$ cat config.mk
export PLATFORM = sky130hd
export DESIGN_NAME = llapi_joy_router
export DESIGN_NICKNAME = d
export VERILOG_FILES = /design/src/rtl/console_pad_pkg.sv /design/src/rtl/llapi_pkg.sv /design/src/rtl/llapi_joy_router.sv /design/src/rtl/player_slot_mapper.sv /design/src/rtl/llapi_pad_decoder.sv
export SDC_FILE = /design/constraint.sdc
export NUM_CORES = 1
export LEC_CHECK = 0
export BUFFER_PORTS_ARGS = -buffer_cell sky130_fd_sc_hd__buf_2
export CAP_MARGIN = 20
export CORE_MARGIN = 8
export CORE_UTILIZATION = 44
export DETAILED_ROUTE_END_ITERATION = 8
export GPL_ROUTABILITY_DRIVEN = 0
export PLACE_DENSITY = 0.78
export SETUP_SLACK_MARGIN = 0.05
export SYNTH_ARGS = -nofsm -noshare
export SYNTH_HDL_FRONTEND = slang
export SYNTH_SLANG_ARGS = --single-unit
$ cat constraint.sdc
create_clock -name clk_sys -period 2.1 [get_ports clk_sys]
set_input_delay 0.105 -clock clk_sys [delete_from_list [all_inputs] [get_ports clk_sys]]
set_output_delay 0.105 -clock clk_sys [all_outputs]
set_load 0.05 [all_outputs]
$ cat src/rtl/console_pad_pkg.sv
//============================================================================
// Console side button word, decoded pad result and player slot bundle
//============================================================================
`default_nettype none

package console_pad_pkg;

	localparam int NUM_PLAYERS      = 5;
	localparam int CONSOLE_BTN_BITS = 12;

	// Console button word, start in the top bit
	typedef struct packed {
		logic                        start;
		logic                        select;
		logic                        r;
		logic                        l;
		logic                        y;
		logic                        x;
		logic                        b;
		logic                        a;
		// Eight button bits sit above the d-pad
		logic [CONSOLE_BTN_BITS-9:0] dpad;
	} console_btn_t;

	// Output of one pad decoder
	typedef struct packed {
		logic         present;
		logic         menu_combo;
		console_btn_t btn;
	} pad_result_t;

	// Index 0 is player 1, also the leftmost word
	typedef console_btn_t [0:NUM_PLAYERS-1] player_slots_t;

endpackage

`default_nettype wire

$ cat src/rtl/llapi_pkg.sv
//============================================================================
// LLAPI pad report layout, type ids and menu combination bit positions
// Imported by wildcard into the pad decoder and the top level
//============================================================================
`default_nettype none

package llapi_pkg;

	localparam int LLAPI_BUTTON_BITS = 32;
	localparam int LLAPI_TYPE_BITS   = 8;

	// Controller type ids
	localparam logic [LLAPI_TYPE_BITS-1:0] LLAPI_TYPE_NONE       = 8'd0;
	localparam logic [LLAPI_TYPE_BITS-1:0] LLAPI_TYPE_SATURN     = 8'd3;
	localparam logic [LLAPI_TYPE_BITS-1:0] LLAPI_TYPE_SATURN_ALT = 8'd8;
	localparam logic [LLAPI_TYPE_BITS-1:0] LLAPI_TYPE_INVALID    = 8'd255;

	// Held together these open the on-screen menu
	localparam int LLAPI_BTN_MENU_DOWN = 26;
	localparam int LLAPI_BTN_START     = 5;
	localparam int LLAPI_BTN_B0        = 0;

	// Standard pad view of the report word
	typedef struct packed {
		logic [LLAPI_BUTTON_BITS-29:0] rsv_hi;
		logic [3:0]                    dpad;
		logic [15:0]                   rsv_mid;
		logic                          r;
		logic                          l;
		logic                          start;
		logic                          select;
		logic                          x;
		logic                          y;
		logic                          a;
		logic                          b;
	} llapi_std_t;

	// Saturn pad view, no select button and two extra face buttons
	typedef struct packed {
		logic [LLAPI_BUTTON_BITS-29:0] rsv_hi;
		logic [3:0]                    dpad;
		logic [13:0]                   rsv_mid;
		logic                          r;
		logic                          l;
		logic                          c;
		logic                          z;
		logic                          start;
		logic                          rsv_4;
		logic                          x;
		logic                          y;
		logic                          a;
		logic                          b;
	} llapi_saturn_t;

	typedef union packed {
		llapi_std_t    std_view;
		llapi_saturn_t sat_view;
	} llapi_raw_u;

	// One report as delivered by the LLAPI link
	typedef struct packed {
		logic                       en;
		logic [LLAPI_TYPE_BITS-1:0] type_id;
		llapi_raw_u                 buttons;
	} llapi_pad_t;

endpackage

`default_nettype wire
$ cat src/rtl/llapi_joy_router.sv
//============================================================================
// Controller input router top level, two LLAPI decoders and the slot mapper
// Pad inputs reach the outputs in two cycles, USB words in one
//============================================================================
`timescale 1ns/1ns
`default_nettype none

module llapi_joy_router import llapi_pkg::*, console_pad_pkg::*; (
	input  logic          clk_sys,
	input  logic          reset,
	input  logic          llapi_sel,
	input  llapi_pad_t    pad_a,
	input  llapi_pad_t    pad_b,
	input  player_slots_t usb_joy,
	output player_slots_t players,
	output logic          menu_req
);

	pad_result_t res_a;
	pad_result_t res_b;

	// Port 1 of the user connector
	llapi_pad_decoder u_dec_a (
		.clk_sys   (clk_sys),
		.reset     (reset),
		.llapi_sel (llapi_sel),
		.pad       (pad_a),
		.result    (res_a)
	);

	// Port 2 of the user connector
	llapi_pad_decoder u_dec_b (
		.clk_sys   (clk_sys),
		.reset     (reset),
		.llapi_sel (llapi_sel),
		.pad       (pad_b),
		.result    (res_b)
	);

	player_slot_mapper u_slot_map (
		.clk_sys   (clk_sys),
		.reset     (reset),
		.res_a     (res_a),
		.res_b     (res_b),
		.usb_joy   (usb_joy),
		.players   (players),
		.menu_req  (menu_req)
	);

endmodule

`default_nettype wire

$ cat src/rtl/player_slot_mapper.sv
//============================================================================
// Places decoded LLAPI pads ahead of the USB joysticks in the player slots
// and merges the menu requests, one registered stage
//============================================================================
`timescale 1ns/1ns
`default_nettype none

module player_slot_mapper import console_pad_pkg::*; (
	input  logic          clk_sys,
	input  logic          reset,
	input  pad_result_t   res_a,
	input  pad_result_t   res_b,
	input  player_slots_t usb_joy,
	output player_slots_t players,
	output logic          menu_req
);

	player_slots_t slots_next;

	// USB joysticks shift down by the number of present pads
	always_comb begin
		case ({res_a.present, res_b.present})
			2'b11: begin
				slots_next[0] = res_a.btn;
				slots_next[1] = res_b.btn;
				for (int i = 2; i < NUM_PLAYERS; i++) begin
					slots_next[i] = usb_joy[i-2];
				end
			end
			2'b10, 2'b01: begin
				// First USB pad fills the slot of the missing one
				slots_next[0] = res_a.present ? res_a.btn : usb_joy[0];
				slots_next[1] = res_b.present ? res_b.btn : usb_joy[0];
				for (int i = 2; i < NUM_PLAYERS; i++) begin
					slots_next[i] = usb_joy[i-1];
				end
			end
			default: begin
				slots_next = usb_joy;
			end
		endcase
	end

	always_ff @(posedge clk_sys) begin
		if (reset) begin
			players  <= '0;
			menu_req <= 1'b0;
		end else begin
			players  <= slots_next;
			menu_req <= res_a.menu_combo | res_b.menu_combo;
		end
	end

endmodule

`default_nettype wire

$ cat src/rtl/llapi_pad_decoder.sv
//============================================================================
// One LLAPI pad: presence detection, button mapping and menu combination
// Result is registered, one cycle from pad to result
//============================================================================
`timescale 1ns/1ns
`default_nettype none

module llapi_pad_decoder import llapi_pkg::*, console_pad_pkg::*; (
	input  logic        clk_sys,
	input  logic        reset,
	input  logic        llapi_sel,
	input  llapi_pad_t  pad,
	output pad_result_t result
);

	logic          pressed;
	logic          type_known;
	logic          is_saturn;
	logic          present;
	logic          menu_combo;
	llapi_std_t    std_btn;
	llapi_saturn_t sat_btn;
	console_btn_t  btn;

	assign std_btn = pad.buttons.std_view;
	assign sat_btn = pad.buttons.sat_view;

	// ========================================================================
	// Presence
	// ========================================================================

	// Id 0 may be an Atari pad or nothing at all, so wait for a button press
	always_ff @(posedge clk_sys) begin
		if (reset) begin
			pressed <= 1'b0;
		end else if (|pad.buttons) begin
			pressed <= 1'b1;
		end
	end

	assign type_known = (pad.type_id != LLAPI_TYPE_NONE) &&
		(pad.type_id != LLAPI_TYPE_INVALID);
	assign present = pad.en && llapi_sel && (type_known || pressed);

	// ========================================================================
	// Button mapping
	// ========================================================================

	assign is_saturn = (pad.type_id == LLAPI_TYPE_SATURN) ||
		(pad.type_id == LLAPI_TYPE_SATURN_ALT);

	always_comb begin
		// Face buttons, start and d-pad share positions in both views
		btn.start  = std_btn.start;
		btn.select = std_btn.select;
		btn.r      = std_btn.r;
		btn.l      = std_btn.l;
		btn.y      = std_btn.y;
		btn.x      = std_btn.x;
		btn.b      = std_btn.b;
		btn.a      = std_btn.a;
		btn.dpad   = std_btn.dpad;
		if (is_saturn) begin
			// Z stands in for select, shoulders move down one
			btn.select = sat_btn.z;
			btn.l      = sat_btn.c;
			btn.r      = sat_btn.l | sat_btn.r;
		end
	end

	assign menu_combo = pad.buttons[LLAPI_BTN_MENU_DOWN] &
		pad.buttons[LLAPI_BTN_START] & pad.buttons[LLAPI_BTN_B0];

	always_ff @(posedge clk_sys) begin
		if (reset) begin
			result <= '0;
		end else begin
			result.present    <= present;
			result.menu_combo <= menu_combo;
			result.btn        <= btn;
		end
	end

endmodule

`default_nettype wire

==> results.json <==
{
  "die_w_um": 108,
  "post-route-period-util_pct": 87.8,
  "powerDensity_nw_per_um2": 770,
  "hold_path_class": "primary input to flip-flop",
  "dpl_worst_slack_ns": 0.0555,
  "ant_nets": 0,
  "drv_slew": 0,
  "whs_ns": 0.00639,
  "root_buffer": "clkbuf_8",
  "numCtsBuffers": 9,
  "yosysSeqAreaShare_pct": 49.4,
  "antennaDiodeCount": 0,
  "critPathTopFamily": "simple AND/OR/NAND/NOR gates",
  "multiInputGateArea_um2": 1740,
  "h-tree-depth": 3,
  "netlist_area_um2": 3680,
  "cts_tree": "built",
  "final-hold-violation-count": 0,
  "path_buf_inv": 1,
  "fin_setup_tns_ns": 0,
  "syn_avg_cell_area_um2": 8.84,
  "peakVddDrop_mv": 0.406,
  "num_rows": 33,
  "grt_pass1_wl_mm": 19.6,
  "cp_cell_sequence": "inv_1 -> ha_2 -> nor2b_2 -> a221oi_1 -> nor3_1",
  "cts.clk_slew.worst_paths_ns": 0.09,
  "crit_required_ns": 2.38,
  "finalClockSkew_ns": 0.00678,
  "fp.dieH_um": 108,
  "cp_slowest_cell": "nor2b_2",
  "max_freq_mhz": 542,
  "insertion_delay_ns": 0.36,
  "slew_headroom_pct": 65.5,
  "grt_start_max_net_pins": 62,
  "vias": 3911,
  "dr.pass1.iters": 6,
  "hpwl_mm": 9.60,
  "maxCapViolCount": 0,
  "status": "finished, final reports clean",
  "wirelength_mm": 12.6,
  "ys_ff_latch": 91,
  "cp-start-kind": "flip-flop",
  "synth-warning-count": 0,
  "fin_crit_ns": 1.84,
  "syn_inst": 417,
  "routed_via_density": 5.26,
  "layout_setup_ws_ns": 0.256,
  "worstPathMaxFanout": 12,
  "syn_nets": 564,
  "gr-usage-all-layers_pct": 21.2,
  "seqCellArea_um2": 1820,
  "io-pin-count": 206,
  "ys_types": 27,
  "leakagePower_nw": 2.39,
  "wl_per_cell_um": 17.0,
  "tightest_slew_ns": 0.518,
  "gr-total-overflow": 0,
  "worst-setup-path-type": "flip-flop to flip-flop",
  "io_buffers": 205,
  "die-area_um2": 11600,
  "core_area_um2": 8180,
  "antenna_found_initial": 0,
  "slowest_delay_ns": 0.48,
  "clock_sinks": 91,
  "setup-violations-final": 0,
  "drt-initial-drc-count": 236,
  "crit_path_end_kind": "flip-flop",
  "fill_cells": 711,
  "clockBufferDepth": 2,
  "drc": 0,
  "start_util_pct": 45.1,
  "syn_to_final_growth_pct": 43.7,
  "layout.nets": 782,
  "grt_pass1_vias": 3910,
  "drive_gt1_share_pct": 36.9,
  "rsz0062_at_grt": "no",
  "arrival_ns": 2.12
}
cells in the mapped netlist:
master	number	area, µm²
nor2_1	95	357
dfxtp_1	91	1820
a21oi_1	40	200
a22oi_1	36	270
nor2b_1	32	200
clkbuf_1	20	75.1
nor3_1	18	90.1
mux2i_1	17	170
a221oi_1	12	105
nor4_1	12	75.1
buf_1	9	33.8
nand4_1	6	37.5
buf_2	3	15.0
a211oi_4	2	40.0
a21o_1	2	15.0
a41oi_1	2	17.5
and3_1	2	12.5
ha_1	2	25.0
inv_1	2	7.51
nand3b_1	2	15.0
o211a_1	2	20.0
or2_2	2	12.5
or3b_1	2	17.5
or4_1	2	15.0
or4_4	2	22.5
nor2_2	1	6.26
nor3b_1	1	7.51
worst paths after layout:
check                     startpoint                      to  slack [ns]  cells past startpoint
setup reg to reg  u_dec_b.result[13]  u_slot_map.players[40]        0.26                      5
hold / removal             pad_b[25]       u_dec_b.result[1]       0.006                      2
hold reg to reg    u_dec_a.result[0]  u_slot_map.players[48]        0.47                      2
setup / recovery  u_dec_b.result[13]  u_slot_map.players[40]        0.26                      5
layout make-up:
type | instances | share of cell area (%)
Multi-Input combinational cell | 292 | 32.8
Clock inverter | 5 | 1.61
Tap cell | 105 | 2.48
Inverter | 2 | 0.142
Timing Repair Buffer | 239 | 26.0
Sequential cell | 91 | 34.4
Clock buffer | 10 | 2.60
layer usage:
layer / up-vias / track usage, % / wire length, µm
met5: - / 0 / 0
met4: 0 / 6.64 / 159
met3: 13 / 7.37 / 1180
met2: 223 / 35.2 / 6110
met1: 1759 / 25.1 / 5200
li1: 1916 / - / -
cell usage in the layout, fill, tap and decap left out, types with 2 or more instances in the layout:
cell type	synthesis	final
a221oi_1	12	12
buf_12	0	2
o211a_1	2	2
nor2b_1	32	31
buf_4	0	5
or2_2	2	2
nor3_1	18	18
nor2_1	95	95
and3_1	2	2
inv_1	2	2
dlygate4sd3_1	0	27
a41oi_1	2	2
a211oi_4	2	2
clkbuf_8	0	10
or4_4	2	2
or3b_1	2	2
buf_2	3	205
inv_6	0	2
nor4_1	12	12
bufinv_16	0	2
nand3b_1	2	2
or4_1	2	2
mux2i_1	17	17
a21oi_1	40	40
dfxtp_1	91	91
a21o_1	2	2
nand4_1	6	6
a22oi_1	36	36
worst register-to-register path, delay by kind of cell (launching register included):
family	cells	cell delay (ns)
simple gates	2	0.67
flops	1	0.41
compound gates	1	0.15
buf+inv	1	0.07
fa+ha+maj	1	0.46
repair_timing:
action | CTS | global route
gates resized for setup | 1 | 0
setup endpoints to repair | 1 | 0
hold buffers | 26 | 1
buffers inserted | 0 | 0
hold endpoints to repair | 26 | 1
where the power goes:
group / leakage (nW) / internal, mW / total (mW) / switching [mW]
registers: 0.756 / 1.83 / 1.86 / 0.0314
logic: 1.52 / 0.312 / 0.895 / 0.583
clock network: 0.109 / 0.705 / 1.32 / 0.614
kinds of logic after synthesis:
kind of cell    count (synthesis)  share of synthesized area [%]
simple gates                  177                           23.6
fa+ha+maj                       2                          0.679
flops                          91                           49.4
mux                            17                           4.62
compound gates                 96                           18.1
buf+inv                        34                           3.57
flip-flops by register name, indices dropped and copies added, names as in the netlist:
register	count
u_dec_b.pressed	1
u_dec_a.pressed	1
u_slot_map.menu_req	1
u_dec_a.result	14
u_slot_map.players	60
u_dec_b.result	14
per-stage QoR:
stage	std cells	total power, mW	utilization (%)	area (µm²)
global placement	702	2.74	58.7	4800
floorplan	417	2.43	-	3680
finish	744	4.08	64.8	5290
global route	744	4.24	64.8	5290
CTS	743	4.10	64.6	5280
detailed placement	702	2.75	58.7	4800
No activity file was read; power rests on OpenSTA's default activity.
